<file path="src/gpioCore_settings.svh">
`ifndef GPIO_CORE_SETTINGS_SVH
`define GPIO_CORE_SETTINGS_SVH

// Number of GPIO pins, at most 32
`define GPIO_IO_NUM 32

`define GPIO_APB_WIDTH 32
`define GPIO_ADDR_WIDTH 8

// Register map
`define GPIO_CFG_LIMIT 8'h80
`define GPIO_IRQ_ADDR 8'h80
`define GPIO_IN_ADDR 8'h90
`define GPIO_OUT_ADDR 8'hA0

`endif
</file>
<file path="src/gpioPkg.sv">
`default_nettype none

`include "gpioCore_settings.svh"

package gpioPkg;

  // Interrupt kind per pin, codes 5 to 7 never fire
  typedef enum logic [2:0]
  {
    intHigh = 3'd0,
    intLow = 3'd1,
    intRise = 3'd2,
    intFall = 3'd3,
    intBoth = 3'd4
  } intType_e;

  typedef struct packed
  {
    intType_e intType;
    logic spare;
    logic intEn;
    logic bufEn;
    logic inEn;
    logic outEn;
  } pinCfg_t;

  typedef logic [`GPIO_IO_NUM-1:0] pinVec_t;
  typedef logic [`GPIO_APB_WIDTH-1:0] apbData_t;
  typedef logic [`GPIO_ADDR_WIDTH-1:0] apbAddr_t;

  typedef struct packed
  {
    logic sel;
    logic enable;
    logic write;
    apbAddr_t addr;
    apbData_t wdata;
  } apbReq_t;

  typedef enum logic [2:0]
  {
    selCfg,
    selIrq,
    selIn,
    selOut,
    selNone
  } regSel_e;

  typedef struct packed
  {
    logic cfgWr;
    logic [4:0] cfgIdx;
    logic irqClr;
    logic outWr;
    apbData_t wdata;
  } wrStrobe_t;

endpackage

`default_nettype wire

</file>
<file path="src/gpioCore.sv">
`timescale 1ns/10ps
`default_nettype none

`include "gpioCore_settings.svh"

module gpioCore
(
  input  logic              PCLK,
  input  logic              arstN,
  input  gpioPkg::apbReq_t  apb,
  input  gpioPkg::pinVec_t  gpioIn,
  output gpioPkg::apbData_t rdata,
  output gpioPkg::pinVec_t  gpioOut,
  output gpioPkg::pinVec_t  gpioOe,
  output gpioPkg::pinVec_t  intVec,
  output logic              intOr
);

  gpioPkg::wrStrobe_t wr;
  gpioPkg::regSel_e   rdSel;
  logic [4:0]         rdIdx;
  gpioPkg::pinCfg_t   cfg [`GPIO_IO_NUM];
  gpioPkg::pinVec_t   outReg;
  gpioPkg::pinVec_t   syncIn;
  gpioPkg::pinVec_t   prevIn;

  gpioApbControl ctrl0
  (
    .PCLK  (PCLK),
    .arstN (arstN),
    .apb   (apb),
    .wr    (wr),
    .rdSel (rdSel),
    .rdIdx (rdIdx)
  );

  gpioRegFile regFile0
  (
    .PCLK    (PCLK),
    .arstN   (arstN),
    .wr      (wr),
    .cfg     (cfg),
    .outReg  (outReg),
    .gpioOut (gpioOut),
    .gpioOe  (gpioOe)
  );

  gpioInputSync inSync0
  (
    .PCLK   (PCLK),
    .arstN  (arstN),
    .gpioIn (gpioIn),
    .syncIn (syncIn),
    .prevIn (prevIn)
  );

  gpioIrqDetect irq0
  (
    .PCLK   (PCLK),
    .arstN  (arstN),
    .cfg    (cfg),
    .syncIn (syncIn),
    .prevIn (prevIn),
    .wr     (wr),
    .intVec (intVec),
    .intOr  (intOr)
  );

  // Zero wait state read path
  gpioReadMux readMux0
  (
    .rdSel  (rdSel),
    .rdIdx  (rdIdx),
    .cfg    (cfg),
    .intVec (intVec),
    .syncIn (syncIn),
    .outReg (outReg),
    .rdata  (rdata)
  );

endmodule

`default_nettype wire

</file>
<file path="src/gpioReadMux.sv">
`timescale 1ns/10ps
`default_nettype none

`include "gpioCore_settings.svh"

module gpioReadMux
(
  input  gpioPkg::regSel_e  rdSel,
  input  logic [4:0]        rdIdx,
  input  gpioPkg::pinCfg_t  cfg [`GPIO_IO_NUM],
  input  gpioPkg::pinVec_t  intVec,
  input  gpioPkg::pinVec_t  syncIn,
  input  gpioPkg::pinVec_t  outReg,
  output gpioPkg::apbData_t rdata
);

  gpioPkg::pinVec_t inMask;

  always_comb
  begin
    inMask = '0;
    for (int i = 0; i < `GPIO_IO_NUM; i++)
      inMask[i] = cfg[i].inEn;
  end

  always_comb
  begin
    rdata = '0;
    case (rdSel)
      gpioPkg::selCfg:
      begin
        // Indices past the last pin read as zero
        if (rdIdx < `GPIO_IO_NUM)
          rdata[7:0] = cfg[rdIdx];
      end
      gpioPkg::selIrq: rdata[`GPIO_IO_NUM-1:0] = intVec;
      gpioPkg::selIn:  rdata[`GPIO_IO_NUM-1:0] = syncIn & inMask;
      gpioPkg::selOut: rdata[`GPIO_IO_NUM-1:0] = outReg;
      default:         rdata = '0;
    endcase
  end

endmodule

`default_nettype wire

</file>
<file path="src/gpioIrqDetect.sv">
`timescale 1ns/10ps
`default_nettype none

`include "gpioCore_settings.svh"

module gpioIrqDetect
(
  input  logic               PCLK,
  input  logic               arstN,
  input  gpioPkg::pinCfg_t   cfg [`GPIO_IO_NUM],
  input  gpioPkg::pinVec_t   syncIn,
  input  gpioPkg::pinVec_t   prevIn,
  input  gpioPkg::wrStrobe_t wr,
  output gpioPkg::pinVec_t   intVec,
  output logic               intOr
);

  for (genvar i = 0; i < `GPIO_IO_NUM; i++)
  begin : genPin
    // Bit 0 rise, bit 1 fall, bit 2 both edges
    logic [2:0] edgeEvt;
    logic [2:0] edgeHit;
    logic [2:0] edgeFlag;
    logic       edgeClr;
    logic       pinSrc;

    assign edgeEvt[0] = syncIn[i] & ~prevIn[i];
    assign edgeEvt[1] = ~syncIn[i] & prevIn[i];
    assign edgeEvt[2] = syncIn[i] ^ prevIn[i];

    assign edgeHit[0] = cfg[i].intEn && (cfg[i].intType == gpioPkg::intRise);
    assign edgeHit[1] = cfg[i].intEn && (cfg[i].intType == gpioPkg::intFall);
    assign edgeHit[2] = cfg[i].intEn && (cfg[i].intType == gpioPkg::intBoth);

    assign edgeClr = wr.irqClr && wr.wdata[i];

    // A new event beats a clear in the same cycle
    always_ff @(posedge PCLK or negedge arstN)
    begin
      if (!arstN)
        edgeFlag <= '0;
      else
      begin
        for (int k = 0; k < 3; k++)
        begin
          if (!edgeHit[k])
            edgeFlag[k] <= 1'b0;
          else if (edgeEvt[k])
            edgeFlag[k] <= 1'b1;
          else if (edgeClr)
            edgeFlag[k] <= 1'b0;
        end
      end
    end

    always_comb
    begin
      case (cfg[i].intType)
        gpioPkg::intHigh: pinSrc = syncIn[i];
        gpioPkg::intLow:  pinSrc = ~syncIn[i];
        gpioPkg::intRise: pinSrc = edgeFlag[0];
        gpioPkg::intFall: pinSrc = edgeFlag[1];
        gpioPkg::intBoth: pinSrc = edgeFlag[2];
        default:          pinSrc = 1'b0;
      endcase
    end

    assign intVec[i] = cfg[i].intEn & pinSrc;
  end

  assign intOr = |intVec;

endmodule

`default_nettype wire

</file>
<file path="src/gpioInputSync.sv">
`timescale 1ns/10ps
`default_nettype none

`include "gpioCore_settings.svh"

module gpioInputSync
(
  input  logic             PCLK,
  input  logic             arstN,
  input  gpioPkg::pinVec_t gpioIn,
  output gpioPkg::pinVec_t syncIn,
  output gpioPkg::pinVec_t prevIn
);

  gpioPkg::pinVec_t metaIn;

  // Two flops for metastability, a third holds the last value for edges
  always_ff @(posedge PCLK or negedge arstN)
  begin
    if (!arstN)
    begin
      metaIn <= '0;
      syncIn <= '0;
      prevIn <= '0;
    end
    else
    begin
      metaIn <= gpioIn;
      syncIn <= metaIn;
      prevIn <= syncIn;
    end
  end

endmodule

`default_nettype wire

</file>
<file path="src/gpioRegFile.sv">
`timescale 1ns/10ps
`default_nettype none

`include "gpioCore_settings.svh"

module gpioRegFile
(
  input  logic               PCLK,
  input  logic               arstN,
  input  gpioPkg::wrStrobe_t wr,
  output gpioPkg::pinCfg_t   cfg [`GPIO_IO_NUM],
  output gpioPkg::pinVec_t   outReg,
  output gpioPkg::pinVec_t   gpioOut,
  output gpioPkg::pinVec_t   gpioOe
);

  // One configuration byte per pin, word aligned
  for (genvar i = 0; i < `GPIO_IO_NUM; i++)
  begin : genCfg
    always_ff @(posedge PCLK or negedge arstN)
    begin
      if (!arstN)
        cfg[i] <= '0;
      else if (wr.cfgWr && (wr.cfgIdx == 5'(i)))
        cfg[i] <= gpioPkg::pinCfg_t'(wr.wdata[7:0]);
    end
  end

  always_ff @(posedge PCLK or negedge arstN)
  begin
    if (!arstN)
      outReg <= '0;
    else if (wr.outWr)
      outReg <= wr.wdata[`GPIO_IO_NUM-1:0];
  end

  // Pin drive gated by the per-pin enables
  always_comb
  begin
    gpioOut = '0;
    gpioOe = '0;
    for (int i = 0; i < `GPIO_IO_NUM; i++)
    begin
      gpioOut[i] = outReg[i] & cfg[i].outEn;
      gpioOe[i] = cfg[i].outEn & cfg[i].bufEn;
    end
  end

endmodule

`default_nettype wire

</file>
<file path="src/gpioApbControl.sv">
`timescale 1ns/10ps
`default_nettype none

`include "gpioCore_settings.svh"

module gpioApbControl
(
  input  logic               PCLK,
  input  logic               arstN,
  input  gpioPkg::apbReq_t   apb,
  output gpioPkg::wrStrobe_t wr,
  output gpioPkg::regSel_e   rdSel,
  output logic [4:0]         rdIdx
);

  typedef enum logic
  {
    phIdle,
    phSetup
  } apbPhase_e;

  apbPhase_e phase;
  logic      wrEn;
  logic      inCfg;

  // Tracks whether the last cycle was a setup phase
  always_ff @(posedge PCLK or negedge arstN)
  begin
    if (!arstN)
      phase <= phIdle;
    else if (apb.sel && !apb.enable)
      phase <= phSetup;
    else
      phase <= phIdle;
  end

  // One write per transfer, in the access phase only
  assign wrEn = apb.sel && apb.enable && apb.write && (phase == phSetup);
  assign inCfg = (apb.addr < `GPIO_CFG_LIMIT);

  always_comb
  begin
    wr.cfgWr = wrEn && inCfg;
    wr.cfgIdx = apb.addr[6:2];
    wr.irqClr = wrEn && (apb.addr == `GPIO_IRQ_ADDR);
    wr.outWr = wrEn && (apb.addr == `GPIO_OUT_ADDR);
    wr.wdata = apb.wdata;
  end

  always_comb
  begin
    if (inCfg)
      rdSel = gpioPkg::selCfg;
    else if (apb.addr == `GPIO_IRQ_ADDR)
      rdSel = gpioPkg::selIrq;
    else if (apb.addr == `GPIO_IN_ADDR)
      rdSel = gpioPkg::selIn;
    else if (apb.addr == `GPIO_OUT_ADDR)
      rdSel = gpioPkg::selOut;
    else
      rdSel = gpioPkg::selNone;
  end

  assign rdIdx = apb.addr[6:2];

endmodule

`default_nettype wire

</file>
<file path="config.mk">
export PLATFORM = sky130hd
export DESIGN_NAME = gpioCore
export DESIGN_NICKNAME = d
export VERILOG_FILES = /design/src/gpioPkg.sv /design/src/gpioCore.sv /design/src/gpioReadMux.sv /design/src/gpioIrqDetect.sv /design/src/gpioInputSync.sv /design/src/gpioRegFile.sv /design/src/gpioApbControl.sv
export VERILOG_INCLUDE_DIRS = /design/src
export SDC_FILE = /design/constraint.sdc
export NUM_CORES = 1
export LEC_CHECK = 0
export BUFFER_PORTS_ARGS = -buffer_cell sky130_fd_sc_hd__buf_2
export CAP_MARGIN = 20
export CORE_ASPECT_RATIO = 1.1
export CORE_MARGIN = 10
export CORE_UTILIZATION = 56
export CTS_BUF_LIST = sky130_fd_sc_hd__clkbuf_4 sky130_fd_sc_hd__clkbuf_8
export DETAILED_ROUTE_END_ITERATION = 6
export PLACE_DENSITY = 0.78
export SYNTH_ARGS = -nofsm -noshare
export SYNTH_HDL_FRONTEND = slang
export SYNTH_SLANG_ARGS = --single-unit
</file>
<file path="constraint.sdc">
create_clock -name PCLK -period 1.8 [get_ports PCLK]
set_input_delay 0.09 -clock PCLK [delete_from_list [all_inputs] [get_ports PCLK]]
set_output_delay 0.09 -clock PCLK [all_outputs]
set_load 0.03 [all_outputs]
</file>
[Word level (Yosys, flattened, before mapping)]
Index checks and enable logic that the tools add are counted.
Storage, ports and cells
  bits in registers: 481
  input port bits: 77
  output and inout port bits: 129
  logic and storage cells: 1283
Operators by class
  $lt $le $gt $ge: 2
  eq/ne operators: 261
  mux-type cells: 266
  bitwise gates (word level): 258
  reduce and logical (&&, ||, !) cells: 203
Operators by type and width (number)
  != test 3 x 2 -> 1 bit (second input constant): 96
  2-to-1 mux 1 bit: 225
  equality test 3 x 2 -> 1 bit (second input constant): 66
  logical AND 1 bit: 167
  AND 1 bit: 160
  case mux 1 bit (5 select lines): 32
  equality test 3 x 1 -> 1 bit (second input constant): 33
  zero test 3 bit: 33
  equality test 3 bit (second input constant): 32
  equality test 5 bit (second input constant): 16
  case mux 24 bit (3 select lines): 1
  inverter 1 bit: 64
  binary-select mux 8 bit (select 5 bit): 1
  equality test 5 x 4 -> 1 bit (second input constant): 8
  AND 32 bit: 1
  case mux 8 bit (4 select lines): 1
  OR reduction 32 bit: 1
  bitwise XOR 1 bit: 32
  equality test 8 bit (second input constant): 3
  equality test 5 x 3 -> 1 bit (second input constant): 4
  2-to-1 mux 8 bit: 2
  2-to-1 mux 3 bit: 4
  equality test 5 x 2 -> 1 bit (second input constant): 2
  less-than comparator 8 bit (second input constant): 1
  other kinds (5): 5

[Depth between registers and ports, before layout]
  depth in word-level cells: 8
  depth in mapped cells: 9
  mapped depth without buffers: 6

[Hierarchy]
Synthesis repeated with hierarchy kept, for this count alone.
Unflattened totals
  cell total of the unflattened synthesis: 2128
  area total of the unflattened synthesis: 24110.6 um2
By module, submodules not included
  gpioRegFile: times used 1, cells each 726, area an instance 11295.8 um2, seq. area each 7206.9 um2
  gpioIrqDetect: times used 1, cells each 845, area an instance 6867.8 um2, seq. area each 2402.3 um2
  gpioReadMux: times used 1, cells each 402, area an instance 3108.0 um2, seq. area each 0.0 um2
  gpioInputSync: times used 1, cells each 96, area an instance 2402.3 um2, seq. area each 2402.3 um2
  gpioApbControl: times used 1, cells each 59, area an instance 436.7 um2, seq. area each 25.0 um2

[Worst setup path after synthesis]
OpenSTA, ideal clock, no wires.
  path kind: register to output
  from: register regFile0.cfg[15] (netlist name)
  to: output intOr
  arrival: 2335 ps
  data required time: 1710 ps
  slack: -625 ps
  cell stages (with the launch flop): 7
  buffers on the path: 0
  cell sequence: dfrtp_1 mux2_1 o2111ai_1 o21ai_0 or4b_1 nor3_1 nand4_1
On the way
  longest elaborated chain between the ends: 4
  elaborated cells between the ends (all ways): 8
  classes of those cells: 4 x eq/ne; 1 x mux; 1 x bitwise; 2 x reduce/logical
Ends and longest elaborated chain
  equality test 3 bit (tied with other cells): RTL line gpioIrqDetect.sv:58  | case (cfg[i].intType)
  case mux 1 bit (5 select lines) *: RTL line gpioIrqDetect.sv:58
  AND 1 bit *: RTL line gpioIrqDetect.sv:68  | assign intVec[i] = cfg[i].intEn & pinSrc;
  named net intVec[30]: RTL line gpioCore.sv:15  | output gpioPkg::pinVec_t intVec,
  OR reduction 32 bit *: RTL line gpioIrqDetect.sv:71  | assign intOr = |intVec;
  end: declaration: RTL line gpioCore.sv:16  | output logic intOr
The timed path passes the listed nets; every way through them passes the cells marked *.

[Final worst setup path]
  from: register regFile0.cfg[254] (netlist name)
  to: output intOr
On the way
  longest elaborated chain between the ends: 4
  elaborated cells between the ends (all ways): 8
  classes of those cells: 4 x eq/ne; 1 x mux; 1 x bitwise; 2 x reduce/logical
Ends and longest elaborated chain (RTL line)
  equality test 3 bit (tied with other cells): gpioIrqDetect.sv:58
  case mux 1 bit (5 select lines) *: gpioIrqDetect.sv:58
  AND 1 bit *: gpioIrqDetect.sv:68
  OR reduction 32 bit *: gpioIrqDetect.sv:71
Mark *: on every way between the ends. The rest lies on a longest branch, timed or not.

==> summary.txt <==
Worst setup path
  • Crit start category: flip-flop
  • Cell breakdown of the critical path: and3b_1 -> a31oi_2 -> a2bb2oi_2 -> o22ai_1 -> nor4_2 -> buf_4 -> nand4_1 -> buf_6
  • Reg2reg start: ctrl0.phase$_DFF_PN0_
  • Critical Path Max Stage Delay: about 0.45 ns
  • Cell family with most CP delay: simple AND/OR/NAND/NOR gates
  • Critical Path RT: around 1.7 ns
  • CP Max Fanout: 3
  • Critical path's slowest cell: dfrtp_1
  • FF-to-FF End: regFile0.cfg[138]$_DFFE_PN0P_
  • Reg2Reg Depth: 9
  • Crit path DAT: roughly 3.2 ns
  • Crit Path Category: flip-flop to primary output
  • R2R setup slack: -0.22 ns
  • WP buf/inv: 2
  • Critical path capture point type: primary output

Synth
  • Synth warn: 0
  • Post-Syn Nets: between 2000 and 2500
  • Most frequent cell after synthesis: dfrtp_1
  • Synth unique cells: 58
  • Post-synthesis sequential area ratio: 0.514
  • Post-synth top flop: dfrtp_1
  • Most frequent cells after synthesis: dfrtp_1 (481), mux2_2 (282), nand2_1 (202), inv_1 (101), a21oi_1 (99)
  • Leading area contributor after synthesis: dfrtp_1
  • Post-synth EDFFs: 0
  • #FFs+latches synth: between 400 and 500
  • Post-Syn Instances: slightly below 2000
  • Top post-synthesis cells by area: dfrtp_1 (51%), mux2_2 (14%), mux4_2 (6.2%), ha_1 (3.4%), nand2_1 (3.2%)
  • Async set-reset flop share out of synthesis: 1.00
  • Synth Area per Inst: roughly 12 um2
  • Mapped cell area: roughly 23000 um2
  • Synth top area share: 0.514

CTS
  • Worst-path clk slew: about 0.070 ns
  • Total CTS buffers: slightly below 80
  • Root Buffer: clkbuf_8
  • CTS Buffer Depth: 3
  • Worst-skew pair later-pin latency: about 0.67 ns
  • CTS H-tree lvls: 3
  • CTS Sinks: approximately 480
  • CTS tree: done

STA
  • Slew Limit Headroom: 0.429
  • Tmin final: between 3 and 4 ns
  • Fin. Hold Viols: 0
  • Slew Viols, Final: 0
  • WHS: 0.0506 ns
  • Fmax: a little over 300 MHz
  • Setup_tns: -75.23 ns
  • Clock Skew: about 0.018 ns
  • RSZ-0062 raised after global routing: yes
  • Count of final setup violators: between 300 and 400
  • Worst setup margin: -1.49 ns
  • Slew @ Worst Pin: roughly 0.86 ns
  • Tcrit/Tclk final: 1.83

Route
  • Drt total wl: roughly 98 mm
  • Vias: roughly 22000
  • DR pass1 iterations: 6
  • Initial DRC Count: slightly above 3000
  • Per-cell routed wire length: around 30 um
  • Vias per cell: approximately 6.6
  • DRT antenna net count: 0
  • DRC: 0

Finish
  • Multi-input gate area: 12300 um2
  • Area growth syn-to-layout: 45.1%
  • FILL cells: 1880
  • Nets@finish: 2842
  • Fraction of layout cells with a size suffix above 1: 0.551
  • Reg area: ~12000 um2
  • Fin cells: ~3300

Floorplan
  • Starting density of the core: 0.567
  • Die Y: ~230 um
  • Die width: about 220 um
  • Core Area: just over 40000 um2
  • IO Pins: between 200 and 250
  • Rows: about 80
  • Die ar.: ~50000 um2

Global routing
  • Largest net degree at the start of global routing: slightly below 100
  • Number of global-route vias before repair: 21900
  • Antenna violations before repair: 5
  • Total GRT Usage: 0.323
  • Congestion Overflow GR: 0
  • First-pass GRT wire length: between 100 and 150 mm

Pwr
  • Pint: ~17 mW
  • Maximum VDD drop: between 0.4 and 0.5 mV
  • Switching share of power: 0.264
  • Logic pwr share: 0.093
  • Clock power share: 0.435
  • Reg power frac: 0.472
  • Power Density: 698 nW/um2
  • Switching Power: roughly 6.3 mW
  • Pwr Total: about 24 mW
  • Pleak: between 15 and 20 nW

Placed design
  • Post-Place Setup Slack: -0.686 ns
  • Post-DP HPWL: 54.9 mm
  • Number of buffers added on ports: 205
  • Inst Count DP: ~3000
  • GP Congestion: a little under 1

Status
  • Failing checks: negative setup slack
  • Status: complete, but fails checks

Min path
  • Hold Path Depth: 2
  • Hold Path Class: input port to flip-flop
  • Worst hold path endpoint: inSync0.metaIn[16]$_DFF_PN0_
  • Hold Path Origin: gpioIn[16]

Run
  • Max_cap viols: 0
[metal layers]
layer  global-route usage  wire length, um  vias to the layer above
li1                     -                -                     8500
met1                0.379            32600                    10900
met5                    0               11                        -
met3               0.0734            12300                      655
met2                0.544            45200                     1956
met4                0.188             8180                        2
[cell families after synthesis]
kind of cell / count (synthesis) / share of synthesized area
fa+ha+maj: 64 / 0.0342
xor+xnor: 23 / 0.00860
mux: 392 / 0.223
buf+inv: 209 / 0.0365
simple gates: 492 / 0.110
flops: 481 / 0.514
compound gates: 271 / 0.0737
[per-stage QoR]
stage,cell area [um2],utilization
final,34000,0.823
after global routing,34000,0.823
after CTS,32600,0.790
after detailed placement,28600,0.693
after global placement,28600,0.693
after floorplan,23600,-
[power groups by stage]
stage / Clock, mW / Sequential [mW] / Combinational [mW]
global route: 10.7 / 11.2 / 2.30
detailed placement: 0 / 11.4 / 1.66
global placement: 0 / 11.3 / 1.60
floorplan: 0 / 11.3 / 0.705
finish: 10.3 / 11.2 / 2.20
CTS: 10.0 / 11.2 / 1.92
[cell usage in the layout, fill, tap and decap left out, types with 18 or more instances in the layout]
| master | count |
|---|---|
| a21oi_1 | 78 |
| a32oi_1 | 29 |
| and2_1 | 66 |
| buf_12 | 37 |
| buf_2 | 137 |
| buf_4 | 398 |
| buf_6 | 153 |
| clkbuf_4 | 20 |
| clkbuf_8 | 99 |
| dfrtp_1 | 453 |
| dfrtp_2 | 28 |
| dlygate4sd3_1 | 60 |
| ha_1 | 64 |
| inv_1 | 90 |
| mux2_2 | 256 |
| mux2_4 | 35 |
| mux2i_1 | 24 |
| mux4_2 | 72 |
| nand2_1 | 144 |
| nand2_2 | 38 |
| nand3b_1 | 30 |
| nor2b_1 | 18 |
| nor3_1 | 27 |
| nor3b_1 | 18 |
| o21ai_2 | 19 |
[repair_timing]
item	in CTS	in global routing
buffers inserted	73	35
pin swaps	99	77
gates cloned	1	3
hold buffers	61	0
endpoints found under the hold margin	609	0
setup endpoints to repair	333	334
resized for setup	399	279
[state kept, by name, summed over array words and instances, names as in the netlist]
signal,count
ctrl0.phase,1
regFile0.cfg,256
inSync0.metaIn,32
irq0.genPin.edgeFlag,96
inSync0.syncIn,32
regFile0.outReg,32
inSync0.prevIn,32
[how the worst max path moves through the flow]
| stage | startpoint | endpoint | slack [ns] | depth (start not counted) |
|---|---|---|---|---|
| 6_report | regFile0.cfg[254]$_DFFE_PN0P_ | intOr | -1.49 | 8 |
| 5_1_grt | regFile0.cfg[133]$_DFFE_PN0P_ | intOr | -1.47 | 9 |
| 4_1_cts | regFile0.cfg[199]$_DFFE_PN0P_ | intOr | -1.13 | 7 |
| 3_5_place_dp | regFile0.cfg[149]$_DFFE_PN0P_ | intOr | -0.69 | 8 |
| 3_3_place_gp | regFile0.cfg[149]$_DFFE_PN0P_ | intOr | -0.65 | 8 |
| 2_1_floorplan | regFile0.cfg[199]$_DFFE_PN0P_ | intOr | -0.42 | 7 |
[worst reg2reg max path, stage by stage, from the launching register on]
cell	delay, ns
dfrtp_1	0.34
nand4_1	0.09
buf_6	0.17
buf_12	0.13
buf_6	0.12
nor3_4	0.17
and3b_2	0.34
nand2_2	0.08
buf_6	0.17
mux2_2	0.29
[cell type report]
class / count / area share
repair buffers: 796 / 0.203
multi-input cells: 1242 / 0.361
flip-flops and latches: 481 / 0.355
diodes: 3 / 0.000221
clock buffers: 118 / 0.0443
clock inverters: 18 / 0.00353
inverters: 101 / 0.0112
well taps: 560 / 0.0206
No activity file was read; power rests on OpenSTA's default activity.
